$ cat config.mk
export PLATFORM = sky130hd
export DESIGN_NAME = canvas_mapper
export DESIGN_NICKNAME = d
export VERILOG_FILES = /design/src/paint_pkg.sv /design/src/canvas_mapper.sv
export SDC_FILE = /design/constraint.sdc
export NUM_CORES = 1
export LEC_CHECK = 0
export ABC_AREA = 1
export BUFFER_PORTS_ARGS = -buffer_cell sky130_fd_sc_hd__buf_2
export CORE_MARGIN = 2
export CORE_UTILIZATION = 41
export DETAILED_ROUTE_END_ITERATION = 7
export PLACE_DENSITY = 0.72
export SLEW_MARGIN = 20
export SYNTH_ARGS = -nofsm -noshare
export SYNTH_HDL_FRONTEND = slang
export SYNTH_SLANG_ARGS = --single-unit
$ cat constraint.sdc
create_clock -name clk -period 1.8 [get_ports clk]
set_input_delay 0 -clock clk [delete_from_list [all_inputs] [get_ports clk]]
set_output_delay 0 -clock clk [all_outputs]
set_load 0.02 [all_outputs]
$ cat src/paint_pkg.sv
//*************************************************
// Paint canvas shared definitions
//*************************************************

package paint_pkg;

  // Canvas geometry, counted in cells
  localparam int CELL_SIZE = 8;
  localparam int CANVAS_W  = 80;
  localparam int CANVAS_H  = 60;

  // Six vertically adjacent cells share one RAM word
  localparam int WORD_BITS = 6;
  localparam int BANKS     = 10;
  localparam int COL_BITS  = 7;
  localparam int ROW_BITS  = 6;
  localparam int BANK_BITS = 4;
  localparam int SEL_BITS  = 3;
  localparam int ADDR_BITS = 11;

  // Blank canvas is white
  localparam logic [WORD_BITS-1:0] RAM_INIT = '1;

  // 640x480 at 60 Hz, horizontal in pixels
  localparam int H_ACTIVE     = 640;
  localparam int H_SYNC_START = 656;
  localparam int H_SYNC_END   = 752;
  localparam int H_TOTAL      = 800;

  // Vertical in lines
  localparam int V_ACTIVE     = 480;
  localparam int V_SYNC_START = 490;
  localparam int V_SYNC_END   = 492;
  localparam int V_TOTAL      = 525;

  // Register offsets
  localparam logic [3:0] REG_CURSOR = 4'h0;
  localparam logic [3:0] REG_PEN    = 4'h4;
  localparam logic [3:0] REG_CELL   = 4'h8;
  localparam logic [3:0] REG_STATUS = 4'hC;

  // AXI response codes
  localparam logic [1:0] RESP_OKAY   = 2'b00;
  localparam logic [1:0] RESP_SLVERR = 2'b10;

endpackage

$ cat src/canvas_mapper.sv
//*************************************************
// Cell addressing and paint merge
//*************************************************

`timescale 1ns/1ns

module canvas_mapper (
  input  logic                            clk,
  input  logic                            reset,
  input  logic                            cmd_valid,
  input  logic                            cmd_write,
  input  logic [paint_pkg::COL_BITS-1:0]  cmd_x,
  input  logic [paint_pkg::ROW_BITS-1:0]  cmd_y,
  input  logic                            cmd_color,
  output logic                            cmd_done,
  output logic                            cmd_rdata,
  input  logic [9:0]                      hpos,
  input  logic [9:0]                      vpos,
  input  logic                            active,
  input  logic                            hsync_raw,
  input  logic                            vsync_raw,
  output logic [paint_pkg::ADDR_BITS-1:0] paint_addr,
  output logic                            paint_we,
  output logic [paint_pkg::WORD_BITS-1:0] paint_wdata,
  input  logic [paint_pkg::WORD_BITS-1:0] paint_rdata,
  output logic [paint_pkg::ADDR_BITS-1:0] disp_addr,
  input  logic [paint_pkg::WORD_BITS-1:0] disp_rdata,
  output logic                            pixel,
  output logic                            hsync,
  output logic                            vsync
);

  import paint_pkg::*;

  typedef enum logic [1:0] {M_IDLE, M_READ, M_DATA, M_WRITE} mstate_t;

  // Bank is row / 6, followed by the column
  function automatic logic [ADDR_BITS-1:0] word_addr(input logic [9:0] row,
                                                     input logic [9:0] col);
    logic [9:0] bank;
    bank = 10'(row / WORD_BITS);
    return {bank[BANK_BITS-1:0], col[COL_BITS-1:0]};
  endfunction

  function automatic logic [SEL_BITS-1:0] bit_sel(input logic [9:0] row);
    logic [9:0] sel;
    sel = 10'(row % WORD_BITS);
    return sel[SEL_BITS-1:0];
  endfunction

  mstate_t              state;
  logic                 write_q;
  logic                 color_q;
  logic [ADDR_BITS-1:0] addr_q;
  logic [SEL_BITS-1:0]  sel_q;
  logic [WORD_BITS-1:0] merged;
  logic [WORD_BITS-1:0] merge_q;
  logic [9:0]           disp_col;
  logic [9:0]           disp_row;
  logic [SEL_BITS-1:0]  disp_sel_q;
  logic                 active_q;

  // Display lookup, one cycle through the RAM
  assign disp_col  = 10'(hpos / CELL_SIZE);
  assign disp_row  = 10'(vpos / CELL_SIZE);
  assign disp_addr = word_addr(disp_row, disp_col);

  always_ff @(posedge clk) begin
    if (reset) begin
      active_q <= 1'b0;
      hsync    <= 1'b1;
      vsync    <= 1'b1;
    end else begin
      active_q <= active;
      hsync    <= hsync_raw;
      vsync    <= vsync_raw;
    end
  end

  always_ff @(posedge clk) begin
    disp_sel_q <= bit_sel(disp_row);
  end

  assign pixel = active_q ? disp_rdata[disp_sel_q] : 1'b0;

  // Command sequencing: read word, then merge and write back for a paint
  always_ff @(posedge clk) begin
    if (reset) begin
      state   <= M_IDLE;
      write_q <= 1'b0;
    end else begin
      case (state)
        M_IDLE: begin
          if (cmd_valid) begin
            state   <= M_READ;
            write_q <= cmd_write;
          end
        end
        M_READ:  state <= M_DATA;
        M_DATA:  state <= write_q ? M_WRITE : M_IDLE;
        default: state <= M_IDLE;
      endcase
    end
  end

  always_ff @(posedge clk) begin
    if (cmd_valid && state == M_IDLE) begin
      addr_q  <= word_addr(10'(cmd_y), 10'(cmd_x));
      sel_q   <= bit_sel(10'(cmd_y));
      color_q <= cmd_color;
    end
    if (state == M_DATA) begin
      merge_q <= merged;
    end
  end

  // Only the selected cell changes
  always_comb begin
    merged        = paint_rdata;
    merged[sel_q] = color_q;
  end

  assign paint_addr  = addr_q;
  assign paint_we    = (state == M_WRITE);
  assign paint_wdata = merge_q;
  assign cmd_rdata   = paint_rdata[sel_q];
  assign cmd_done    = (state == M_DATA && !write_q) || (state == M_WRITE);

  a_cmd_range: assert property (@(posedge clk) disable iff (reset)
    cmd_valid |-> (cmd_x < 7'(CANVAS_W)) && (cmd_y < 6'(CANVAS_H)));

  a_cmd_idle: assert property (@(posedge clk) disable iff (reset)
    cmd_valid |-> state == M_IDLE);

endmodule

==> flow_summary.json <==
{
  "synth_edf_count": 21,
  "skew_ns": 0.00303,
  "min_path_cells": 0,
  "worst_slew_pin_slew_ns": 0.529,
  "post-route-util_pct": 62.0,
  "r2r_end": "write_q",
  "drive_gt1_share_pct": 36.5,
  "dp_hpwl_mm": 2.69,
  "place.gp.congestion": 0.803,
  "synth_commonest_cells": "45 x nand2_1, 33 x inv_1, 21 x edfxtp_1, 14 x nand3_1, 12 x nor2_1",
  "clk_latency_ns": 0.28,
  "synth_nets": 260,
  "status": "finished clean",
  "cts_root_buf": "clkbuf_8",
  "cp-start-kind": "primary input",
  "critPathMaxStageDelay_ns": 0.22,
  "vias_per_cell": 4.64,
  "powerDensity_nw_per_um2": 757,
  "path_common_cell": "nand2_2",
  "crit_path_end_kind": "output port",
  "ant_nets": 0,
  "clockBufferDepth": 2,
  "p_leak_nw": 1.24,
  "yosys.area.top_type": "edfxtp_1",
  "num_rows": 23,
  "r2r_setup_slack_ns": 0.20,
  "min_period_ns": 1.64,
  "drt-wirelength-per-cell_um": 10.4,
  "worstSetupPathType": "in2out",
  "synthTopCellsByArea": "edfxtp_1 37%, dfxtp_1 11%, nand2_1 9.9%, inv_1 7.3%, nand3_1 4.1%",
  "grt_pass1_vias": 1493,
  "fillers": 350,
  "antenna_cells": 0,
  "area_growth_pct": 45.7,
  "holdPathEnd": "disp_addr[6]",
  "min-delay-start": "hpos[9]",
  "synth_most_common_cell": "nand2_1",
  "dr.pass1.iters": 4,
  "grt_pass1_wl_mm": 5.82,
  "p_total_mw": 1.88,
  "use_met2_pct": 31.0,
  "cpMaxStageDelayCell": "ha_4",
  "grt_max_degree": 12,
  "reg2reg_depth": 6,
  "yosysWarningCount": 0,
  "ios": 87,
  "drt_iter0_markers": 89,
  "vias": 1630,
  "cts_tree": "yes",
  "critical-path-top-delay-family": "simple AND/OR/NAND/NOR gates",
  "maxCapViolations": 0,
  "numPortBuffers": 66,
  "core_um2": 4000,
  "busiest_layer": "met2",
  "synth-main-ff-cell": "edfxtp_1",
  "synth_area_per_cell_um2": 8.34,
  "synth-seq-area-share_pct": 47.6,
  "period_share_pct": 91.2,
  "seqCellArea_um2": 811,
  "synth_area_um2": 1700,
  "crit_path_max_fanout": 4,
  "cts.sinks": 30,
  "max_freq_mhz": 609,
  "report.final.hold_viol_count": 0,
  "grt.total_usage_pct": 16.8,
  "use_met1_pct": 17.4,
  "layout.nets": 356,
  "drc": 0,
  "hold_path.class": "in2out",
  "htree_levels": 2,
  "multiInputGateArea_um2": 762,
  "crit_required_ns": 1.80,
  "synth_cell_types": 30,
  "grt-ovfl-total": 0,
  "ir_drop_v": 0.000308,
  "worst_ep_arrival_time_ns": 1.64,
  "dieHeight_um": 68.4,
  "slew-limit-headroom_pct": 64.6,
  "start_util_pct": 42.5,
  "setup_viol": 0,
  "synth-async-reset-ratio_pct": 0,
  "rsz0062_at_grt": "true",
  "synth_top_area_share_pct": 37.1,
  "cp_cell_sequence": "buf_2, ha_4, inv_1, nand2_1, nand2_2, nand4_1, nand2_1, inv_1, a21o_1, nand2_2, nand4_1, a21oi_2, nand2_2, buf_2",
  "maxSlewViolCount": 0,
  "ys_seq_elements": 30,
  "grt_util_met3_pct": 3.95,
  "die_x_um": 68.4,
  "crit_buf_inv": 4,
  "drt-total-wl_mm": 3.64,
  "antenna_found_initial": 0,
  "synth_cells": 204,
  "crit-reg2reg-launch": "state[0]",
  "numCtsBuffers": 5,
  "die_area_um2": 4680
}
layer usage:
metal | routed length (µm) | part of all wire [%]
met3 | 245 | 6.7
met2 | 1820 | 50
met5 | 0 | 0
met4 | 76 | 2.1
met1 | 1490 | 41
power breakdown:
group          internal (mW)  switching, mW  leakage [nW]  total, mW
Combinational          0.234          0.315         0.921      0.548
Sequential             0.811         0.0242         0.272      0.835
Clock                  0.265          0.228        0.0426      0.493
Total                   1.31          0.567          1.24       1.88
cell usage in the layout (no fill, tap or decap), types with 4 or more instances in the layout:
cell,Yosys,final
buf_2,0,66
nand2_1,45,43
inv_1,33,32
edfxtp_1,21,21
dlygate4sd3_1,0,19
nand3_1,14,13
nor2_1,12,12
buf_4,7,12
o21ai_0,9,9
dfxtp_1,9,9
a21oi_1,8,8
nand4_1,7,7
nand2_2,7,6
clkbuf_8,0,5
nand3_4,0,4
nor3_1,4,4
per-stage QoR:
stage | hold WS [ns] | worst slack [ns] | cell area [µm²] | cells | setup TNS, ns
final | 0.00000882 | 0.159 | 2480 | 351 | 0
after global routing | 0.0000327 | -0.0247 | 2480 | 351 | -0.0297
after CTS | 0.000149 | 0.0610 | 2460 | 350 | 0
after detailed placement | 0.000149 | -0.0564 | 2190 | 323 | -0.109
after global placement | 0.000149 | 0.00193 | 2190 | 323 | 0
after floorplan | 0.0277 | 0.0337 | 1760 | 204 | 0
logic make-up (layout without fill, tap and decap cells):
family | count (synthesis) | in the layout | share of synthesized area [%]
and+or+nand+nor | 99 | 99 | 28.0
buffers and inverters | 44 | 141 | 11.5
DFF | 30 | 30 | 47.6
AOI/OAI and AO/OA | 26 | 26 | 9.12
adders and majority gates | 3 | 3 | 2.21
xor gates and xnor gates | 2 | 2 | 1.47
state kept, by name, indices dropped and copies added, names as in the netlist:
signal	flops
state	2
sel_q	3
color_q	1
disp_sel_q	3
write_q	1
vsync	1
hsync	1
paint_addr	11
paint_wdata	6
active_q	1
worst max-delay path by stage:
stage / startpoint / endpoint / slack, ns / depth (start not counted)
global placement: cmd_y[4] / sel_q[1] / 0.002 / 15
global route: vpos[8] / disp_addr[7] / -0.02 / 14
CTS: vpos[8] / disp_addr[7] / 0.06 / 15
detailed placement: cmd_y[4] / sel_q[1] / -0.06 / 15
finish: vpos[8] / disp_addr[7] / 0.16 / 14
floorplan: vpos[8] / disp_sel_q[1] / 0.03 / 16
cell type report:
class | count | area share (%)
Sequential cell | 30 | 32.7
Multi-Input combinational cell | 130 | 30.7
Timing Repair Buffer | 98 | 25.4
Inverter | 35 | 5.30
Clock buffer | 6 | 2.93
Tap cell | 50 | 2.52
Clock inverter | 2 | 0.353
timing repair:
item | 4_1_cts | 5_1_grt
hold buffers | 19 | 0
setup endpoints to repair | 0 | 4
buffers inserted | 0 | 1
hold endpoints to repair | 17 | 0
gates resized for setup | 0 | 3
Note: power is estimated with default switching activity, not from simulation.
