## config.mk

```make
export PLATFORM = sky130hd
export DESIGN_NAME = vga_sync
export DESIGN_NICKNAME = d
export VERILOG_FILES = /design/src/paint_pkg.sv /design/src/vga_sync.sv
export SDC_FILE = /design/constraint.sdc
export NUM_CORES = 1
export LEC_CHECK = 0
export CAP_MARGIN = 25
export CORE_MARGIN = 2
export CORE_UTILIZATION = 35
export DETAILED_ROUTE_END_ITERATION = 8
export DONT_BUFFER_PORTS = 1
export PLACE_DENSITY = 0.46
export SLEW_MARGIN = 20
export SYNTH_ARGS = -nofsm -noshare
export SYNTH_HDL_FRONTEND = slang
export SYNTH_SLANG_ARGS = --single-unit
```

## constraint.sdc

```tcl
create_clock -name clk -period 3.2 [get_ports clk]
set_clock_uncertainty 0.1 [all_clocks]
set_input_delay 0.32 -clock clk [delete_from_list [all_inputs] [get_ports clk]]
set_output_delay 0.32 -clock clk [all_outputs]
set_load 0.01 [all_outputs]
```

## src/paint_pkg.sv

```systemverilog
//*************************************************
// Paint canvas shared definitions
//*************************************************

package paint_pkg;

  // Canvas geometry, counted in cells
  localparam int CELL_SIZE = 8;
  localparam int CANVAS_W  = 80;
  localparam int CANVAS_H  = 60;

  // Six vertically adjacent cells share one RAM word
  localparam int WORD_BITS = 6;
  localparam int BANKS     = 10;
  localparam int COL_BITS  = 7;
  localparam int ROW_BITS  = 6;
  localparam int BANK_BITS = 4;
  localparam int SEL_BITS  = 3;
  localparam int ADDR_BITS = 11;

  // Blank canvas is white
  localparam logic [WORD_BITS-1:0] RAM_INIT = '1;

  // 640x480 at 60 Hz, horizontal in pixels
  localparam int H_ACTIVE     = 640;
  localparam int H_SYNC_START = 656;
  localparam int H_SYNC_END   = 752;
  localparam int H_TOTAL      = 800;

  // Vertical in lines
  localparam int V_ACTIVE     = 480;
  localparam int V_SYNC_START = 490;
  localparam int V_SYNC_END   = 492;
  localparam int V_TOTAL      = 525;

  // Register offsets
  localparam logic [3:0] REG_CURSOR = 4'h0;
  localparam logic [3:0] REG_PEN    = 4'h4;
  localparam logic [3:0] REG_CELL   = 4'h8;
  localparam logic [3:0] REG_STATUS = 4'hC;

  // AXI response codes
  localparam logic [1:0] RESP_OKAY   = 2'b00;
  localparam logic [1:0] RESP_SLVERR = 2'b10;

endpackage

```

## src/vga_sync.sv

```systemverilog
//*************************************************
// VGA scan timing
//*************************************************

`timescale 1ns/1ns

module vga_sync (
  input  logic       clk,
  input  logic       reset,
  output logic [9:0] hpos,
  output logic [9:0] vpos,
  output logic       active,
  output logic       hsync_raw,
  output logic       vsync_raw
);

  import paint_pkg::*;

  logic line_end;
  logic frame_end;

  assign line_end  = (hpos == 10'(H_TOTAL - 1));
  assign frame_end = (vpos == 10'(V_TOTAL - 1));

  // Pixel and line counters, one pixel per clock
  always_ff @(posedge clk) begin
    if (reset) begin
      hpos <= '0;
      vpos <= '0;
    end else if (line_end) begin
      hpos <= '0;
      if (frame_end) begin
        vpos <= '0;
      end else begin
        vpos <= vpos + 10'd1;
      end
    end else begin
      hpos <= hpos + 10'd1;
    end
  end

  assign active = (hpos < 10'(H_ACTIVE)) && (vpos < 10'(V_ACTIVE));

  // Both syncs are active low
  assign hsync_raw = !((hpos >= 10'(H_SYNC_START)) && (hpos < 10'(H_SYNC_END)));
  assign vsync_raw = !((vpos >= 10'(V_SYNC_START)) && (vpos < 10'(V_SYNC_END)));

  a_hpos_range: assert property (@(posedge clk) disable iff (reset)
    hpos < 10'(H_TOTAL) && vpos < 10'(V_TOTAL));

endmodule
```

==> summary.md, run 1 <==
| Metric | Value |
|---|---|
| Setup ws final | `between 900 and 1000 ps` |
| Period Utilization, post-route | `between 60% and 70%` |
| DP Worst Slack | `roughly 1000 ps` |
| Most frequent cells in the layout | `nor2_1 (21), dfxtp_1 (20), xnor2_1 (11), inv_1 (9), nand3_1 (8)` |
| Pwr dens | `~380 mW/mm2` |
| Die W | `58.2 um` |
| Main synth FF type | `dfxtp_1` |
| Syn nets | `~130` |
| DR vias/cell | `5.27` |
| Peak VDD IR | `between 0.15 and 0.2 mV` |
| Overflow after GRT | `0` |
| Tot GR Track Use | `between 10% and 20%` |
| P&R area growth vs syn | `7.54%` |
| Synthesized flop and latch total | `20` |
| GP Congestion | `between 0.7 and 0.8` |
| DP HPWL | `1600 um` |
| Post-synth EDFFs | `0` |
| Maximum clock path buffer count | `2` |
| Worst r2r dst | `vpos[9]` |
| Worst Path Max Fanout | `8` |
| Synth warn | `0` |
| Area leader, netlist | `dfxtp_1` |
| Layout cells sized above 1 | `8.20%` |
| Hold Buf Count CTS | `1` |
| Initial antenna violation count | `0` |
| Root buffer cell | `clkbuf_4` |
| Pleak | `roughly 0.33 nW` |
| Worst Tran Pin Value | `~660 ps` |
| TNS Setup | `0 ps` |
| Die area | `0.00339 mm2` |
| Cells after Synth | `approximately 120` |
| Std cell rows | `19` |
| Worst Reg-to-Reg Cells | `5` |
| Crit-path max cell delay | `between 600 and 700 ps` |
| WP data required | `3340 ps` |
| Worst EP arrival | `~2400 ps` |
| Io pins | `25` |
| Worst-path cell chain | `ha_1 -> nand4_4 -> or4_4 -> or3_1 -> a21oi_1` |
| Initial DRC Count | `22` |
| # H-tree levels | `1` |
| Crit. End Element | `flop` |
| First-pass GRT wire length | `between 3000 and 4000 um` |
| WL/cell | `14.0 um` |
| Most common cell after layout, fill and taps aside | `nor2_1` |
| Initial core utilization | `between 30% and 40%` |
| Distinct cells, synth | `28` |
| CTS clk-pin slew, worst paths | `between 100 and 150 ps` |
| Setup crit end | `vpos[9]` |
| Post-CTS Resized | `0` |
| Setup bufs post-CTS | `0` |
| R2R Path Start | `hpos[0]` |
| Cts bufs inserted | `3` |
| DRC viols | `0` |
| Core ar. | `about 0.0028 mm2` |
| Top cells by area, synth | `dfxtp_1 (39%), xnor2_1 (9.4%), nor2_1 (7.7%)` |
| Chip Height | `58.2 um` |
| # diodes | `0` |
| Count of pins over their slew limit | `0` |
| Critical Path Start | `hpos[0]` |
| CTS tree | `yes` |
| Worst rel slew slack | `between 50% and 60%` |
| CP startpoint kind | `flop` |
| Synthesized area | `0.00103 mm2` |
| Post-layout min period | `between 2000 and 2500 ps` |
| FMAX | `0.447 GHz` |
| Status | `finished clean` |
| Final Hold Viols | `0` |
| Skew-Pair Late Insertion Delay | `about 300 ps` |
| Inst Count DP | `148` |
| # port buffers | `0` |
| Sink Count | `20` |
| Layout Utilization | `between 30% and 40%` |
| Antenna viol nets, final | `0` |
| Avg Cell Area, Syn | `8.64 um2` |
| Nets@finish | `between 100 and 150` |
| Asr flop ratio synth | `0%` |
| Max Cap Viol | `0` |
| RSZ-0062 raised after global routing | `false` |
| Non-Filler Instances | `approximately 150` |
| Post-synthesis sequential area ratio | `a little under 40%` |
| Crit path kind | `reg2reg` |
| FF-to-FF setup slack | `960 ps` |
| Yosys top cell area share | `approximately 39%` |
| Setup violations, final | `0` |
| First-pass DRT Iterations | `4` |
| Pin count of the biggest net entering global routing | `12` |
| Vias in the first global route | `roughly 700` |
| Final Routed Wirelength | `2150 um` |
| Via count | `slightly above 800` |
| CP max-delay cell | `or4_4` |
| Hold Crit Class | `in2reg` |
## layout make-up
type / count / area (um2)
clock buffer: 4 / 36.3
tap: 31 / 38.8
multi-input combinational: 88 / 587
fill: 305 / 1680
timing repair buffer: 1 / 10.0
sequential: 20 / 400
inverter: 9 / 33.8
## routing by layer
metal / track usage [%] / wire length, um / vias up
li1: - / - / 416
met1: 21.6 / 1100 / 363
met2: 18.3 / 855 / 25
met3: 5.13 / 171 / 2
met4: 4.98 / 17 / 0
met5: 0 / 0 / -
## Yosys cell counts, types with 2 or more instances
cell      count
ha_1          4
xor2_1        3
dfxtp_1      20
clkbuf_1      2
nor4_1        6
xnor2_1      11
nand3b_1      2
nor2_1       21
nand3_1       8
inv_1         9
mux2i_1       2
nand2_1       7
o21ai_0       2
a21oi_1       2
nor3_1        7
## report_power, final
group	switching, mW	internal, mW	leakage (nW)	total [mW]
sequential	0.00694	0.252	0.162	0.259
clock	0.0805	0.0693	0.0210	0.150
combinational	0.00806	0.00537	0.150	0.0134
total	0.0955	0.327	0.332	0.422
## worst min path at each step
| stage | start | end | slack (ps) | cells after the start |
|---|---|---|---|---|
| global placement | reset | vpos[7] | 290 | 1 |
| CTS | reset | hpos[1] | 170 | 2 |
| floorplan | reset | vpos[7] | 290 | 1 |
| detailed placement | reset | vpos[7] | 290 | 1 |
| global route | reset | vpos[0] | 190 | 2 |
| finish | reset | hpos[1] | 160 | 2 |
## registers in the layout (all words and copies together) (netlist names)
name and count:
hpos 10, vpos 10
## logic make-up after synthesis
kind of cell | after synthesis | synth area share, %
fa+ha+maj | 4 | 4.87
flops | 20 | 38.9
mux | 2 | 1.95
buf+inv | 11 | 4.01
xor+xnor | 14 | 11.9
simple gates | 62 | 34.1
compound gates | 6 | 4.26
## metrics by stage
stage	hold slack [ps]	cell area (um2)	power [mW]
after floorplan	289	1030	0.274
after global placement	294	1060	0.276
after detailed placement	294	1060	0.277
after CTS	169	1110	0.431
after global routing	189	1110	0.445
final	163	1110	0.422
## critical path: cells and delay by family, from the launching register on
kind	cells	cell delay, ps
AOI/OAI and AO/OA	1	140
adders and majority gates	1	340
DFF	1	480
and+or+nand+nor	3	1110
Power figures use the tool's default switching activity.
==> run 2: changes to the inputs <==
--- a/config.mk
+++ b/config.mk
@@ -10,7 +10,7 @@
 export CORE_UTILIZATION = 35
 export DETAILED_ROUTE_END_ITERATION = 8
 export DONT_BUFFER_PORTS = 1
-export PLACE_DENSITY = 0.46
+export PLACE_DENSITY = 0.48
 export SLEW_MARGIN = 20
 export SYNTH_ARGS = -nofsm -noshare
 export SYNTH_HDL_FRONTEND = slang
==> constraint.sdc (replaced) <==
create_clock -name clk -period 1.92 [get_ports clk]
set_clock_uncertainty 0.1 [all_clocks]
set_input_delay 0.192 -clock clk [delete_from_list [all_inputs] [get_ports clk]]
set_output_delay 0.192 -clock clk [all_outputs]
set_load 0.01 [all_outputs]
==> summary.md, run 2 (synthesis gave the netlist of run 1 again) <==
| Metric | Value |
|---|---|
| Status | `finished clean` |
| Post-layout min period | `1870 ps (-364 ps)` |
| Family with the most delay on the worst path | `simple AND/OR/NAND/NOR gates` |
| Worst Tran Pin Value | `374 ps (-289 ps)` |
| Maximum clock path buffer count | `2 (unchanged)` |
| Layout Utilization | `46.6% (+6.8 points)` |
| Io pins | `25 (unchanged)` |
| WL/cell | `14.8 um (+5.6%)` |
| Count of pins over their slew limit | `0 (unchanged)` |
| Setup crit end | `vpos[9]` |
| Worst Path Max Fanout | `5 (-3)` |
| TNS Setup | `0 ps (unchanged)` |
| Worst r2r dst | `vpos[9]` |
| Nets@finish | `150 (+16%)` |
| Setup ws final | `47.5 ps (-916 ps)` |
| Crit path kind | `reg2reg` |
| P&R area growth vs syn | `26.0%` |
| Worst rel slew slack | `74.9% (+19 points)` |
| Sink Count | `20 (unchanged)` |
| Root buffer cell | `clkbuf_4` |
| DP HPWL | `1970 um (+23%)` |
| # H-tree levels | `1 (unchanged)` |
| Die W | `58.2 um (unchanged)` |
| Inst Count DP | `169 (+14%)` |
| Antenna viol nets, final | `0 (unchanged)` |
| Final Routed Wirelength | `2580 um (+20%)` |
| Pin count of the biggest net entering global routing | `13 (+1)` |
| Crit. End Element | `flop` |
| Worst EP arrival | `2010 ps (-360 ps)` |
| Max Cap Viol | `0 (unchanged)` |
| Fin Hold WS | `32.5 ps (-131 ps)` |
| Std cell rows | `19 (unchanged)` |
| Initial core utilization | `37.0% (unchanged)` |
| FF-to-FF setup slack | `50 ps (-920 ps)` |
| RSZ-0062 raised after global routing | `false` |
| Cts bufs inserted | `3 (unchanged)` |
| Tot GR Track Use | `16.7% (+2.4 points)` |
| Layout fillers | `266 (-13%)` |
| Skew-Pair Late Insertion Delay | `300 ps (about the same)` |
| Setup bufs post-CTS | `0 (unchanged)` |
| Chip Height | `58.2 um (unchanged)` |
| Initial DRC Count | `17 (-23%)` |
| GP Congestion | `0.772 (+9.0%)` |
| Setup violations, final | `0 (unchanged)` |
| Non-Filler Instances | `174 (+14%)` |
| Initial antenna violation count | `0 (unchanged)` |
| Worst Reg-to-Reg Cells | `5 (unchanged)` |
| Worst-path cell chain | `ha_4 -> nand4_4 -> or4_4 -> or3_1 -> a21oi_1` |
| Levels on crit path | `5 (unchanged)` |
| CP startpoint kind | `flop` |
| CTS clk-pin slew, worst paths | `130 ps (about the same)` |
| DRC viols | `0 (unchanged)` |
| Design area | `0.00130 mm2 (+17%)` |
| # port buffers | `0 (unchanged)` |
| Core ar. | `0.00278 mm2 (unchanged)` |
| CP bufs+invs | `0 (unchanged)` |
| R2R Path Start | `hpos[0]` |
| DP Worst Slack | `82.1 ps (-915 ps)` |
| Largest regs | `hpos (10), vpos (10)` |
| FMAX | `0.534 GHz (+19%)` |
| CTS tree | `yes` |
| CP max-delay cell | `or4_4` |
| DR vias/cell | `5.34 (+1.3%)` |
| Final Hold Viols | `0 (unchanged)` |
| Layout cells sized above 1 | `24.5% (+16 points)` |
| Peak VDD IR | `0.403 mV (+130%)` |
| Via count | `929 (+15%)` |
| # diodes | `0 (unchanged)` |
| Crit-path max cell delay | `580 ps (-30 ps)` |
| WP data required | `2060 ps (-1280 ps)` |
| First-pass GRT wire length | `4320 um (+20%)` |
| Die area | `0.00339 mm2 (unchanged)` |
| Pleak | `0.450 nW (+36%)` |
| Overflow after GRT | `0 (unchanged)` |
| WHS Path Cells | `2 (unchanged)` |
| Critical Path Start | `hpos[0]` |
| DP Area | `0.00123 mm2 (+16%)` |
| First-pass DRT Iterations | `4 (unchanged)` |
| Vias in the first global route | `868 (+24%)` |
| Pwr dens | `629 mW/mm2 (+65%)` |
| Period Utilization, post-route | `97.5% (+28 points)` |
| Hold Crit Class | `in2reg` |
| Design Power | `0.816 mW (+93%)` |
| Most frequent cells in the layout | `nor2_1 (21), buf_4 (21), dfxtp_1 (17), xnor2_1 (11), inv_1 (9)` |
[run 2: final cells by class]
type / instances / area (um2) / area share [%]
multi-input combinational: 88 / 599 / 46.2
sequential: 20 / 404 / 31.2
timing repair buffer: 22 / 168 / 12.9
tap: 31 / 38.8 / 2.99
inverter: 9 / 33.8 / 2.61
clock inverter: 1 / 30.0 / 2.32
clock buffer: 3 / 22.5 / 1.74
[run 2: what timing repair did]
action                     in CTS  in global routing
hold endpoints to repair        5                  0
hold buffers                    1                  0
setup endpoints to repair       0                  1
gates resized for setup         0                  1
[run 2: worst min-delay path by stage]
stage	endpoint	start	slack, ps
global placement	vpos[7]	reset	160
CTS	hpos[1]	reset	30
global route	hpos[1]	reset	30
floorplan	vpos[7]	reset	160
finish	hpos[1]	reset	30
detailed placement	vpos[7]	reset	160
[run 2: power by group]
group / total [mW] / switching, mW / internal, mW / leakage, nW
clock: 0.348 / 0.137 / 0.211 / 0.0279
combinational: 0.0405 / 0.0239 / 0.0166 / 0.260
sequential: 0.427 / 0.00579 / 0.421 / 0.163
total: 0.816 / 0.167 / 0.649 / 0.450
[run 2: worst reg2reg max path: stages (launching register included)]
cell	delay, ps
dfxtp_2	380
ha_4	180
nand4_4	100
or4_4	580
or3_1	320
a21oi_1	140
[run 2: layer usage]
| metal | track usage [%] | wire [um] |
|---|---|---|
| met3 | 4.91 | 149 |
| met5 | 0 | 0 |
| met4 | 4.32 | 17 |
| met2 | 25.5 | 1180 |
| met1 | 23.1 | 1230 |
