File: src/paint_pkg.sv
//*************************************************
// Paint canvas shared definitions
//*************************************************

package paint_pkg;

  // Canvas geometry, counted in cells
  localparam int CELL_SIZE = 8;
  localparam int CANVAS_W  = 80;
  localparam int CANVAS_H  = 60;

  // Six vertically adjacent cells share one RAM word
  localparam int WORD_BITS = 6;
  localparam int BANKS     = 10;
  localparam int COL_BITS  = 7;
  localparam int ROW_BITS  = 6;
  localparam int BANK_BITS = 4;
  localparam int SEL_BITS  = 3;
  localparam int ADDR_BITS = 11;

  // Blank canvas is white
  localparam logic [WORD_BITS-1:0] RAM_INIT = '1;

  // 640x480 at 60 Hz, horizontal in pixels
  localparam int H_ACTIVE     = 640;
  localparam int H_SYNC_START = 656;
  localparam int H_SYNC_END   = 752;
  localparam int H_TOTAL      = 800;

  // Vertical in lines
  localparam int V_ACTIVE     = 480;
  localparam int V_SYNC_START = 490;
  localparam int V_SYNC_END   = 492;
  localparam int V_TOTAL      = 525;

  // Register offsets
  localparam logic [3:0] REG_CURSOR = 4'h0;
  localparam logic [3:0] REG_PEN    = 4'h4;
  localparam logic [3:0] REG_CELL   = 4'h8;
  localparam logic [3:0] REG_STATUS = 4'hC;

  // AXI response codes
  localparam logic [1:0] RESP_OKAY   = 2'b00;
  localparam logic [1:0] RESP_SLVERR = 2'b10;

endpackage

File: src/paint_ctrl.sv
//*************************************************
// AXI4-Lite register slave
//*************************************************

`timescale 1ns/1ns

module paint_ctrl (
  input  logic                           clk,
  input  logic                           reset,
  input  logic [31:0]                    awaddr,
  input  logic                           awvalid,
  output logic                           awready,
  input  logic [31:0]                    wdata,
  input  logic [3:0]                     wstrb,
  input  logic                           wvalid,
  output logic                           wready,
  output logic [1:0]                     bresp,
  output logic                           bvalid,
  input  logic                           bready,
  input  logic [31:0]                    araddr,
  input  logic                           arvalid,
  output logic                           arready,
  output logic [31:0]                    rdata,
  output logic [1:0]                     rresp,
  output logic                           rvalid,
  input  logic                           rready,
  output logic                           cmd_valid,
  output logic                           cmd_write,
  output logic [paint_pkg::COL_BITS-1:0] cmd_x,
  output logic [paint_pkg::ROW_BITS-1:0] cmd_y,
  output logic                           cmd_color,
  input  logic                           cmd_done,
  input  logic                           cmd_rdata
);

  import paint_pkg::*;

  typedef enum logic [2:0] {S_IDLE, S_WCMD, S_RCMD, S_BRESP, S_RRESP} state_t;

  function automatic logic is_reg(input logic [31:0] addr, input logic [3:0] offset);
    return (addr[31:4] == 28'd0) && (addr[3:0] == offset);
  endfunction

  state_t              state;
  logic [COL_BITS-1:0] cursor_x;
  logic [ROW_BITS-1:0] cursor_y;
  logic                in_range;
  logic                aw_held;
  logic                w_held;
  logic [31:0]         awaddr_q;
  logic [31:0]         wdata_q;
  logic [3:0]          wstrb_q;
  logic                aw_fire;
  logic                w_fire;
  logic                ar_fire;
  logic                wr_go;
  logic [31:0]         wr_addr;
  logic [31:0]         wr_data;
  logic [3:0]          wr_strb;
  logic                paint_go;
  logic                cell_go;
  logic                busy;

  // Reads win over a write that has not started yet
  assign arready = (state == S_IDLE);
  assign awready = (state == S_IDLE) && !aw_held && !arvalid;
  assign wready  = (state == S_IDLE) && !w_held && !arvalid;

  assign aw_fire = awvalid && awready;
  assign w_fire  = wvalid && wready;
  assign ar_fire = arvalid && arready;

  // AW and W may arrive in either order
  assign wr_go   = (aw_held || aw_fire) && (w_held || w_fire);
  assign wr_addr = aw_held ? awaddr_q : awaddr;
  assign wr_data = w_held ? wdata_q : wdata;
  assign wr_strb = w_held ? wstrb_q : wstrb;

  assign in_range = (cursor_x < 7'(CANVAS_W)) && (cursor_y < 6'(CANVAS_H));
  assign paint_go = wr_go && is_reg(wr_addr, REG_PEN) && in_range && wr_strb[0];
  assign cell_go  = ar_fire && is_reg(araddr, REG_CELL) && in_range;
  assign busy     = (state != S_IDLE) || aw_held || w_held;

  assign cmd_valid = paint_go || cell_go;
  assign cmd_write = paint_go;
  assign cmd_color = wr_data[0];
  assign cmd_x     = cursor_x;
  assign cmd_y     = cursor_y;

  always_ff @(posedge clk) begin
    if (reset) begin
      state    <= S_IDLE;
      aw_held  <= 1'b0;
      w_held   <= 1'b0;
      bvalid   <= 1'b0;
      rvalid   <= 1'b0;
      cursor_x <= '0;
      cursor_y <= '0;
    end else begin
      aw_held <= (aw_held || aw_fire) && !wr_go;
      w_held  <= (w_held || w_fire) && !wr_go;
      if (wr_go && is_reg(wr_addr, REG_CURSOR)) begin
        if (wr_strb[0]) cursor_x <= wr_data[COL_BITS-1:0];
        if (wr_strb[2]) cursor_y <= wr_data[16 +: ROW_BITS];
      end
      case (state)
        S_IDLE: begin
          if (paint_go) begin
            state <= S_WCMD;
          end else if (wr_go) begin
            bvalid <= 1'b1;
            state  <= S_BRESP;
          end else if (cell_go) begin
            state <= S_RCMD;
          end else if (ar_fire) begin
            rvalid <= 1'b1;
            state  <= S_RRESP;
          end
        end
        S_WCMD: begin
          if (cmd_done) begin
            bvalid <= 1'b1;
            state  <= S_BRESP;
          end
        end
        S_RCMD: begin
          if (cmd_done) begin
            rvalid <= 1'b1;
            state  <= S_RRESP;
          end
        end
        S_BRESP: begin
          if (bready) begin
            bvalid <= 1'b0;
            state  <= S_IDLE;
          end
        end
        default: begin
          if (rready) begin
            rvalid <= 1'b0;
            state  <= S_IDLE;
          end
        end
      endcase
    end
  end

  // Captured channel payloads and response values
  always_ff @(posedge clk) begin
    if (aw_fire) awaddr_q <= awaddr;
    if (w_fire) begin
      wdata_q <= wdata;
      wstrb_q <= wstrb;
    end
    if (state == S_WCMD && cmd_done) begin
      bresp <= RESP_OKAY;
    end else if (wr_go && !paint_go) begin
      // Cursor writes and masked pen writes are accepted
      if (is_reg(wr_addr, REG_CURSOR) || (is_reg(wr_addr, REG_PEN) && in_range)) begin
        bresp <= RESP_OKAY;
      end else begin
        bresp <= RESP_SLVERR;
      end
    end
    if (state == S_RCMD && cmd_done) begin
      rdata <= {31'd0, cmd_rdata};
      rresp <= RESP_OKAY;
    end else if (ar_fire && !cell_go) begin
      rdata <= '0;
      rresp <= RESP_OKAY;
      if (is_reg(araddr, REG_CURSOR)) begin
        rdata <= {10'd0, cursor_y, 9'd0, cursor_x};
      end else if (is_reg(araddr, REG_STATUS)) begin
        rdata <= {31'd0, busy};
      end else begin
        rresp <= RESP_SLVERR;
      end
    end
  end

  a_bvalid_hold: assert property (@(posedge clk) disable iff (reset)
    bvalid && !bready |=> bvalid && $stable(bresp));

  a_rvalid_hold: assert property (@(posedge clk) disable iff (reset)
    rvalid && !rready |=> rvalid && $stable(rresp) && $stable(rdata));

endmodule

File: config.mk
export PLATFORM = sky130hd
export DESIGN_NAME = paint_ctrl
export DESIGN_NICKNAME = d
export VERILOG_FILES = /design/src/paint_pkg.sv /design/src/paint_ctrl.sv
export SDC_FILE = /design/constraint.sdc
export NUM_CORES = 1
export LEC_CHECK = 0
export ABC_CLOCK_PERIOD_IN_PS = 2400
export BUFFER_PORTS_ARGS = -buffer_cell sky130_fd_sc_hd__buf_2
export CAP_MARGIN = 20
export CORE_UTILIZATION = 49
export CTS_BUF_LIST = sky130_fd_sc_hd__clkbuf_4
export DETAILED_ROUTE_END_ITERATION = 8
export PLACE_DENSITY_LB_ADDON = 0.3
export SKIP_LAST_GASP = 1
export SYNTH_ARGS = -nofsm -noshare
export SYNTH_HDL_FRONTEND = slang
export SYNTH_SLANG_ARGS = --single-unit
File: constraint.sdc
create_clock -name clk -period 2.4 [get_ports clk]
set_input_delay 0.24 -clock clk [delete_from_list [all_inputs] [get_ports clk]]
set_output_delay 0.24 -clock clk [all_outputs]
set_load 0.02 [all_outputs]
==> summary.md, run 1 <==
| Metric | Value |
|---|---|
| Ys Warns | `0` |
| Detail Route Antenna Nets | `0` |
| Endpoints failing setup | `0` |
| CTS Buf Count | `9` |
| CTS tree | `done` |
| Routing usage on met1 | `30.2%` |
| M3 GR Usage | `4.71%` |
| Post-synth EDFFs | `48` |
| Die height | `89.1 um` |
| Most common cell after layout, fill and taps aside | `buf_2` |
| Clk Latency, worst-skew pair | `0.45 ns` |
| Initial antenna violation count | `0` |
| Leak | `2.18 nW` |
| Sequential area share after synthesis | `57.1%` |
| CORE AREA | `7290 um^2` |
| VDD IR max | `403 uV` |
| Max cap viols | `0` |
| Fin cells | `621` |
| Most frequent cells in the layout | `buf_2 (122), edfxtp_1 (48), dlygate4sd3_1 (47), nor2_1 (30), dfxtp_1 (30)` |
| Slew Limit Headroom | `60.8%` |
| Pwr Total | `3.19 mW` |
| Largest net degree at the start of global routing | `35` |
| Share of layout cells above drive strength 1 | `37.7%` |
| Vias in the first global route | `2987` |
| WS Path Type | `in -> out` |
| CTS Buffer Depth | `2` |
| Die footprint | `7940 um^2` |
| Slew Viols, Final | `0` |
| Internal power | `2.31 mW` |
| Hold crit path type | `in -> reg` |
| Post-Route WL | `9.44 mm` |
| GR peak layer | `met2` |
| Worst Skew | `0.0175 ns` |
| Sequential power share | `51.6%` |
| Post-Synthesis Cells | `334` |
| Inst Count DP | `552` |
| Worst-margin pin slew | `0.588 ns` |
| Via count | `3218` |
| Psw | `0.880 mW` |
| Post-synth cell types | `40` |
| Starting density of the core | `51.0%` |
| Clk pwr share | `29.4%` |
| Comb power frac | `19.0%` |
| Global route overflow | `0` |
| Filler instances | `542` |
| Detailed Place HPWL | `6.09 mm` |
| Outcome | `completed` |
| Mapped Area | `3720 um^2` |
| Nets | `626` |
| Arr. time, crit path | `2.13 ns` |
| Post-synth ARST share | `0%` |
| Final worst path period need | `2.37 ns` |
| Pwr/cell area | `614 nW/um^2` |
| Root Buffer | `clkbuf_4` |
| First-pass GRT wire length | `14.1 mm` |
| Syn_area_per_cell | `11.1 um^2` |
| WL per Instance | `15.2 um` |
| Syn-to-layout area delta | `39.7%` |
| Reg-to-reg setup timing slack | `0.25 ns` |
| Maximum clock rate | `0.422 GHz` |
| Met2 GRT Util | `40.1%` |
| Rows | `31` |
| Die width | `89.1 um` |
| CP endpoint kind | `output pin` |
| Final Hold Vio Count | `0` |
| Final period utilization | `98.9%` |
| Diode count | `0` |
| Sw frac | `27.6%` |
| Detail-routed via count per cell | `5.18` |
| Clk slew on worst S/H paths | `0.13 ns` |
| Dominant synthesized flop cell | `edfxtp_1` |
| Worst Path Max Fanout | `3` |
| Pre-antenna DRT Iters | `4` |
| CP Launch Type | `input pin` |
| Clock Sinks | `82` |
| Io pins | `166` |
| Starting DRT DRC Count | `129` |
| WP data required | `2.16 ns` |
| Buffers on Ports | `123` |
| GPL Wtd Cong | `0.855` |
| All-Layer GR Usage | `23.8%` |
| #FFs+latches synth | `82` |
| # DRC | `0` |
| CTS H-tree lvls | `3` |
==> power by group through the flow <==
stage               clock network [mW]  registers (mW)  logic, mW
finish                           0.936            1.65      0.607
global route                      1.00            1.65      0.669
CTS                              0.935            1.64      0.575
detailed placement                   0            1.67      0.511
global placement                     0            1.67      0.501
floorplan                            0            1.68      0.336
==> worst max-delay path: stages <==
cell,delay (ns)
dlygate4sd3_1,0.54
buf_2,0.14
nor4_4,0.23
a21oi_1,0.10
nor4_2,0.37
and3_4,0.28
nand2b_4,0.12
buf_6,0.11
==> metal layers <==
layer | part of all wire [%] | routed length [um]
met5 | 0 | 0
met4 | 1.9 | 184
met3 | 4.2 | 396
met2 | 51 | 4850
met1 | 42 | 4010
==> timing repair <==
action	CTS	global route
cloned	0	0
endpoints found under the setup margin	2	2
endpoints found under the hold margin	47	0
buffers inserted	2	4
pin swaps	2	7
hold buffers	47	0
gates resized for setup	10	15
==> final cells by class <==
type / instances / area (um^2) / area share [%]
Multi-Input combinational cell: 234 / 1540 / 29.6
Inverter: 2 / 7.51 / 0.145
Tap cell: 99 / 124 / 2.39
Clock buffer: 11 / 82.6 / 1.59
Sequential cell: 82 / 2130 / 41.1
Clock inverter: 5 / 78.8 / 1.52
Timing Repair Buffer: 188 / 1230 / 23.7
==> worst paths after layout <==
check | start | to | cells past startpoint
max | awaddr[1] | cmd_valid | 8
min | wvalid | aw_held | 3
max reg2reg | state[2] | state[1] | 7
min reg2reg | bresp[1] | bresp[1] | 2
==> synth_stat cells, types with 3 or more instances <==
| library cell | instances | area, um^2 |
|---|---|---|
| nand2_1 | 23 | 86.3 |
| edfxtp_1 | 48 | 1440 |
| a31o_1 | 9 | 78.8 |
| nor3_1 | 7 | 35.0 |
| nor4_1 | 21 | 131 |
| a21oi_1 | 24 | 120 |
| o21ai_0 | 5 | 25.0 |
| clkbuf_1 | 9 | 33.8 |
| nor2_1 | 31 | 116 |
| mux2i_1 | 16 | 160 |
| nand3_1 | 6 | 30.0 |
| dfxtp_1 | 34 | 681 |
| a31o_2 | 3 | 26.3 |
| a21o_1 | 3 | 22.5 |
| buf_4 | 21 | 158 |
| nand2b_1 | 8 | 50.1 |
| nand4_1 | 10 | 62.6 |
| mux2_2 | 14 | 158 |
| nor2b_1 | 13 | 81.3 |
==> metrics by stage <==
step	setup WS [ns]	setup TNS [ns]	instance area, um^2	util, %	hold slack (ns)
5_1_grt	-0.0637	-0.0637	5190	71.2	0.121
4_1_cts	0.0103	0	5080	69.6	0.102
3_5_place_dp	0.240	0	4400	60.3	0.433
2_1_floorplan	0.0483	0	3800	-	0.339
3_3_place_gp	0.303	0	4400	60.3	0.432
6_report	0.0275	0	5190	71.2	0.112
==> sequential cells by signal, summed over array words and instances, names as in the netlist, 2 cells and up <==
register / count
awaddr_q: 32
wstrb_q: 2
cmd_x: 7
state: 3
wdata_q: 13
rdata: 13
cmd_y: 6
==> cell families after synthesis <==
kind of cell	Yosys count	synth area share, %
flops	82	57.1
simple gates	130	18.5
mux	30	8.55
compound gates	53	9.33
buf+inv	38	6.43
other cells	1	0.101
(Power assumes the default switching activity.)
==> run 2: changes to the inputs <==
--- a/config.mk
+++ b/config.mk
@@ -5,10 +5,11 @@
 export SDC_FILE = /design/constraint.sdc
 export NUM_CORES = 1
 export LEC_CHECK = 0
+export ABC_AREA = 1
 export ABC_CLOCK_PERIOD_IN_PS = 2400
 export BUFFER_PORTS_ARGS = -buffer_cell sky130_fd_sc_hd__buf_2
 export CAP_MARGIN = 20
-export CORE_UTILIZATION = 49
+export CORE_UTILIZATION = 50
 export CTS_BUF_LIST = sky130_fd_sc_hd__clkbuf_4
 export DETAILED_ROUTE_END_ITERATION = 8
 export PLACE_DENSITY_LB_ADDON = 0.3
==> run 2 against run 1 <==
  * Register-to-register slack better by 0.35 ns
  * Global-route usage is 1.4 points lower
  * Die area is 6.4% higher
  * Clock power is 19% lower
  * Combinational power is 66% higher
  * Sequential power is 6% higher
  * Setup slack better by 0.13 ns
  * Sequential cell count stayed put
  * Total power is 10% higher
  * Via count is 7.2% higher
  * Clock skew is 0.0048 ns higher
  * Routed wire length is 3.6% lower
  * Highest routed layer unchanged
==> summary.md, run 2 <==
| Metric | Value |
|---|---|
| Pre-antenna DRT Iters | `4 (unchanged)` |
| First-pass GRT wire length | `14.7 mm (+4.3%)` |
| Via count | `3449 (+7.2%)` |
| Max reg flops | `32 (unchanged)` |
| Clk slew on worst S/H paths | `0.14 ns (about the same)` |
| WP data required | `2.16 ns (about the same)` |
| # DRC | `0 (unchanged)` |
| Maximum clock rate | `0.447 GHz (+6.0%)` |
| VDD IR max | `454 uV (+13%)` |
| Root Buffer | `clkbuf_4` |
| Die height | `91.9 um (+3.1%)` |
| Syn_area_per_cell | `8.86 um^2 (-20%)` |
| Post-Synthesis Cells | `456 (+37%)` |
| All-Layer GR Usage | `22.4% (-1.4 points)` |
| Clk Latency, worst-skew pair | `0.44 ns (about the same)` |
| Dominant cell type by area after synthesis | `edfxtp_1` |
| CTS H-tree lvls | `3 (unchanged)` |
| Max cap viols | `0 (unchanged)` |
| Hold crit path type | `in -> reg` |
| Final period utilization | `93.2% (-5.6 points)` |
| Crit path top cell by count | `nand3_4` |
| CTS Buf Count | `9 (unchanged)` |
| Worst Skew | `0.0223 ns (+0.00484 ns)` |
| Starting DRT DRC Count | `146 (+13%)` |
| Mapped Area | `4040 um^2 (+8.7%)` |
| Slowest-stage cell, CP | `dfxtp_1` |
| Share of layout cells above drive strength 1 | `30.1% (-7.6 points)` |
| Detail Route Antenna Nets | `0 (unchanged)` |
| Fin cells | `740 (+19%)` |
| Post-synth cell types | `39 (-2.5%)` |
| Io pins | `166 (unchanged)` |
| Inst Count DP | `674 (+22%)` |
| Dominant synthesized flop cell | `edfxtp_1` |
| Die width | `91.9 um (+3.1%)` |
| Largest registers | `awaddr_q: 32 flops, rdata: 13 flops, wdata_q: 13 flops` |
| CORE AREA | `7770 um^2 (+6.5%)` |
| Ys Warns | `0 (unchanged)` |
| Pwr/cell area | `664 nW/um^2 (+8.2%)` |
| Most frequent cells in the layout | `buf_2 (123), nand2_1 (118), nor2_1 (67), inv_1 (58), edfxtp_1 (48)` |
| Worst setup margin | `0.162 ns (+0.135 ns)` |
| Slew Viols, Final | `0 (unchanged)` |
| WS Path Type | `reg -> out` |
| Starting density of the core | `52.0% (+1.0 points)` |
| Met2 WL post-DR | `4.45 mm (-8.2%)` |
| Post-synth ARST share | `0% (unchanged)` |
| Post-synth EDFFs | `48 (unchanged)` |
| Total negative slack | `0 ns (unchanged)` |
| Nets | `742 (+19%)` |
| DR WL met3 | `518 um (+31%)` |
| Worst slack, placed | `0.495 ns (+0.254 ns)` |
| Diode count | `0 (unchanged)` |
| Rows | `32 (+3.2%)` |
| Most flop-heavy register | `awaddr_q` |
| Final Hold Vio Count | `0 (unchanged)` |
| Final worst path period need | `2.24 ns (-0.135 ns)` |
| CTS Buffer Depth | `2 (unchanged)` |
| Die footprint | `8440 um^2 (+6.4%)` |
| Largest net degree at the start of global routing | `33 (-5.7%)` |
| Sequential area share after synthesis | `52.5% (-4.6 points)` |
| Leak | `2.53 nW (+16%)` |
| Largest stage delay, worst path | `0.40 ns (-0.14 ns)` |
| Global route overflow | `0 (unchanged)` |
| Detailed Place HPWL | `6.35 mm (+4.3%)` |
| CP Launch Type | `register` |
| Top-count cell post-synth | `nand2_1` |
| RSZ-0062 raised after global routing | `no` |
| Detail-routed via count per cell | `4.66 (-10%)` |
| Final core utilization | `68.1% (-3.1 points)` |
| Initial antenna violation count | `0 (unchanged)` |
| Met1 WL | `3.96 mm (-1.2%)` |
| Syn-to-layout area delta | `31.0%` |
| Most common cell after layout, fill and taps aside | `buf_2` |
| Top sig layer | `met4` |
| Buffers on Ports | `123 (unchanged)` |
| Arr. time, crit path | `2.00 ns (-0.13 ns)` |
| #FFs+latches synth | `82 (unchanged)` |
| Most frequent cells after synthesis | `nand2_1 (118), nor2_1 (67), inv_1 (58)` |
| Worst Path Max Fanout | `7 (+4)` |
| WL per Instance | `12.3 um (-19%)` |
| Vias in the first global route | `3262 (+9.2%)` |
| Sequence of cells on the critical path | `nor2_4, nand3_4, o21ai_4, nand2_4, nor2_8, nand3_4, nand2_1, buf_2` |
| Synth area leaders | `edfxtp_1 (36%), dfxtp_1 (17%), nand2_1 (11%), nor2_1 (6.2%), inv_1 (5.4%)` |
| Clock Sinks | `82 (unchanged)` |
| Outcome | `completed` |
| Post-synth top area share | `35.7% (-3.1 points)` |
| CTS tree | `done` |
| Endpoints failing setup | `0 (unchanged)` |
| Post-Route WL | `9.10 mm (-3.6%)` |
| CP endpoint kind | `output pin` |
| GPL Wtd Cong | `0.848 (-0.78%)` |
==> run 2: area by class of cell <==
cell class,count,area (um^2)
Fill cell,647,2480
Sequential cell,82,2120
Multi-Input combinational cell,300,1530
Timing Repair Buffer,178,1150
Inverter,62,240
Tap cell,102,128
Clock buffer,9,67.6
Clock inverter,7,57.6
==> run 2: stage by stage <==
step	hold slack [ns]	instance area [um^2]	total power, mW
floorplan	0.339	4120	2.45
global placement	0.431	4670	2.67
detailed placement	0.433	4670	2.70
CTS	0.0656	5270	3.50
global route	0.0755	5290	3.71
finish	0.0792	5290	3.52
==> run 2: path summary, 6_finish.rpt <==
path,from,slack [ns],depth (start not counted),endpoint
worst max-delay path,state[2],0.16,8,cmd_valid
worst min-delay path,rready,0.08,3,state[2]
worst max register to register,aw_held,0.60,10,cmd_x[0]
worst min register to register,cmd_x[3],0.48,2,rdata[3]
==> run 2: layer usage <==
layer | GRT usage (%) | vias to the layer above
met3 | 4.48 | 16
met1 | 27.4 | 1545
li1 | - | 1764
met4 | 8.72 | 0
met2 | 38.8 | 124
met5 | 0 | -
==> run 2: logic make-up after synthesis <==
logic type             count (synthesis)  synth area share, %
AO/OA/AOI/OAI                         34                 7.37
buffers and inverters                 94                 11.9
other                                  1               0.0928
flip-flops                            82                 52.5
multiplexers                           1                0.248
AND/OR/NAND/NOR                      244                 27.9
==> run 2: repair_timing <==
item                                   in CTS  in global routing
hold buffers                               47                  0
endpoints found under the hold margin      47                  0
resized for setup                           0                  1
setup endpoints to repair                   0                  2
setup buffers                               0                  3
==> run 2: report_power, final <==
part	switching (mW)	total, mW	internal, mW
clock network	0.525	0.756	0.230
registers	0.0780	1.75	1.67
logic	0.635	1.01	0.374
total	1.24	3.52	2.28
==> run 2: critical path: cells and delay by family, from the launching register on <==
family	cells	cell delay, ns
AO/OA/AOI/OAI	1	0.21
AND/OR/NAND/NOR	6	0.77
buffers and inverters	1	0.17
flip-flops	1	0.40
==> run 3: changes to the inputs <==
--- a/config.mk
+++ b/config.mk
@@ -9,6 +9,7 @@
 export ABC_CLOCK_PERIOD_IN_PS = 2400
 export BUFFER_PORTS_ARGS = -buffer_cell sky130_fd_sc_hd__buf_2
 export CAP_MARGIN = 20
+export CORE_ASPECT_RATIO = 0.6
 export CORE_UTILIZATION = 50
 export CTS_BUF_LIST = sky130_fd_sc_hd__clkbuf_4
 export DETAILED_ROUTE_END_ITERATION = 8
==> run 3 against run 2 <==
  * Clock power down 9.0%
  * Count of clock-buffer cells in the layout increased by 1
  * Setup slack got worse by 0.015 ns
  * Design area shrank 0.50%
  * Hold slack lost 0.0026 ns
  * Fmax is 0.65% lower
  * Critical path depth is 1 lower
  * Routed wire length is 4.3% higher
  * Combinational power is essentially flat
  * Largest cell class unchanged
==> summary.md, run 3 (synthesized netlist as in run 2, its figures left out) <==
| Metric | Value |
|---|---|
| VDD IR max | `416 uV (-8.4%)` |
| Largest net degree at the start of global routing | `33 (unchanged)` |
| CP startpoint | `w_held` |
| Internal power | `2.25 mW (-1.4%)` |
| Clk slew on worst S/H paths | `0.13 ns (about the same)` |
| Comb power frac | `29.0% (+0.3 points)` |
| Clk Latency, worst-skew pair | `0.43 ns (about the same)` |
| Clock Sinks | `82 (unchanged)` |
| Endpoints failing setup | `0 (unchanged)` |
| Most flop-heavy register | `awaddr_q` |
| Worst Path Max Fanout | `11 (+4)` |
| Final period utilization | `93.9% (+0.61 points)` |
| Routing usage on met1 | `30.7% (+3.4 points)` |
| Die width | `118 um (+28%)` |
| CP endpoint kind | `output pin` |
| M3 GR Usage | `5.97% (+1.5 points)` |
| Hold Crit Start | `rready` |
| CTS H-tree lvls | `3 (unchanged)` |
| Worst Skew | `0.0143 ns (-0.00804 ns)` |
| GR peak layer | `met2` |
| Most frequent cells in the layout | `buf_2 (123), nand2_1 (118), nor2_1 (67), inv_1 (57), edfxtp_1 (48)` |
| Vias in the first global route | `3228 (-1.0%)` |
| Leak | `2.52 nW (-0.55%)` |
| Slew Limit Headroom | `66.7%` |
| WP data required | `2.16 ns (about the same)` |
| Pwr/cell area | `654 nW/um^2 (-1.6%)` |
| Slew Viols, Final | `0 (unchanged)` |
| Maximum clock rate | `0.444 GHz (-0.65%)` |
| CTS Buffer Depth | `2 (unchanged)` |
| WS Path Type | `reg -> out` |
| Worst-margin pin slew | `0.486 ns` |
| Hold crit path type | `in -> reg` |
| Max cap viols | `0 (unchanged)` |
| Max reg flops | `32 (unchanged)` |
| Most common cell after layout, fill and taps aside | `buf_2` |
| Post-Route WL | `9.48 mm (+4.3%)` |
| Met2 GRT Util | `38.6% (-0.18 points)` |
| R2R Path Start | `state[0]` |
| Clk pwr share | `20.0% (-1.5 points)` |
| GPL Wtd Cong | `0.846 (-0.25%)` |
| Die footprint | `8450 um^2 (+0.14%)` |
| RSZ-0062 raised after global routing | `no` |
| Detail-routed via count per cell | `4.68 (+0.46%)` |
| Buffers on Ports | `123 (unchanged)` |
| Pwr Total | `3.44 mW (-2.1%)` |
| Total negative slack | `0 ns (unchanged)` |
| Io pins | `166 (unchanged)` |
| Starting DRT DRC Count | `166 (+14%)` |
| Die height | `71.6 um (-22%)` |
| CTS Buf Count | `9 (unchanged)` |
| Final worst path period need | `2.25 ns (+0.0148 ns)` |
| Initial antenna violation count | `0 (unchanged)` |
| Outcome | `completed` |
| Syn-to-layout area delta | `30.4%` |
| Starting density of the core | `53.6% (+1.6 points)` |
| WL per Instance | `12.8 um (+4.3%)` |
| Root Buffer | `clkbuf_4` |
| CORE AREA | `7540 um^2 (-3.0%)` |
| Global route overflow | `0 (unchanged)` |
| Nets | `740 (-0.27%)` |
| First-pass GRT wire length | `15.1 mm (+2.9%)` |
| Final core utilization | `69.9% (+1.7 points)` |
| All-Layer GR Usage | `23.6% (+1.2 points)` |
| Detailed Place HPWL | `6.87 mm (+8.1%)` |
| Sw frac | `34.8% (-0.45 points)` |
| Rows | `24 (-25%)` |
| CP Launch Type | `register` |
| # DRC | `0 (unchanged)` |
| CTS tree | `done` |
| Share of layout cells above drive strength 1 | `30.0% (-0.063 points)` |
| Final Hold Vio Count | `0 (unchanged)` |
| Arr. time, crit path | `2.01 ns (about the same)` |
| Via count | `3465 (+0.46%)` |
| Detail Route Antenna Nets | `0 (unchanged)` |
| Sequential power share | `51.0% (+1.2 points)` |
| Diode count | `0 (unchanged)` |
| Largest registers | `awaddr_q: 32 flops, rdata: 13 flops, wdata_q: 13 flops` |
| Pre-antenna DRT Iters | `4 (unchanged)` |
| Psw | `1.20 mW (-3.3%)` |
[run 3: power groups by stage]
stage	logic, mW	clock network [mW]	registers, mW
floorplan	0.643	0	1.81
global placement	0.902	0	1.77
detailed placement	0.923	0	1.79
CTS	0.985	0.700	1.75
global route	1.09	0.751	1.77
finish	0.999	0.688	1.76
[run 3: what timing repair did]
action                                  CTS  global route
resized for setup                         0             2
hold buffers                             47             0
setup buffers                             0             2
endpoints found under the setup margin    0             2
endpoints found under the hold margin    47             0
[run 3: layout make-up]
type	count	area, um^2
clock buffers	10	75.1
clock inverters	6	32.5
flip-flops and latches	82	2120
multi-input cells	300	1530
inverters	62	244
well taps	104	130
fillers	627	2270
repair buffers	176	1130
[run 3: per-layer routing]
layer | part of all wire, % | wire length, um
met1 | 46 | 4390
met2 | 45 | 4310
met3 | 6.5 | 620
met4 | 1.7 | 163
met5 | 0 | 0
[run 3: worst max-delay path, cell delays in order (launching register included)]
cell	delay, ns
dfxtp_1	0.61
clkinvlp_4	0.25
o21ai_4	0.12
nand2_4	0.12
nor2_8	0.13
nand3_4	0.11
nand2_1	0.07
buf_2	0.16
[run 3: path summary, 6_finish.rpt]
path,cells after the start,slack [ns],to
max,7,0.15,cmd_valid
min,3,0.08,state[2]
max reg2reg,8,0.57,rdata[0]
min reg2reg,2,0.48,rdata[18]
[run 3: stage by stage]
step | area, um^2 | hold slack, ns | instances | setup WS, ns
after floorplan | 4120 | 0.339 | 476 | 0.0795
after global placement | 4670 | 0.431 | 675 | 0.546
after detailed placement | 4670 | 0.433 | 675 | 0.491
after CTS | 5250 | 0.0549 | 738 | 0.0336
after global routing | 5270 | 0.0817 | 740 | 0.00113
final | 5270 | 0.0766 | 740 | 0.148
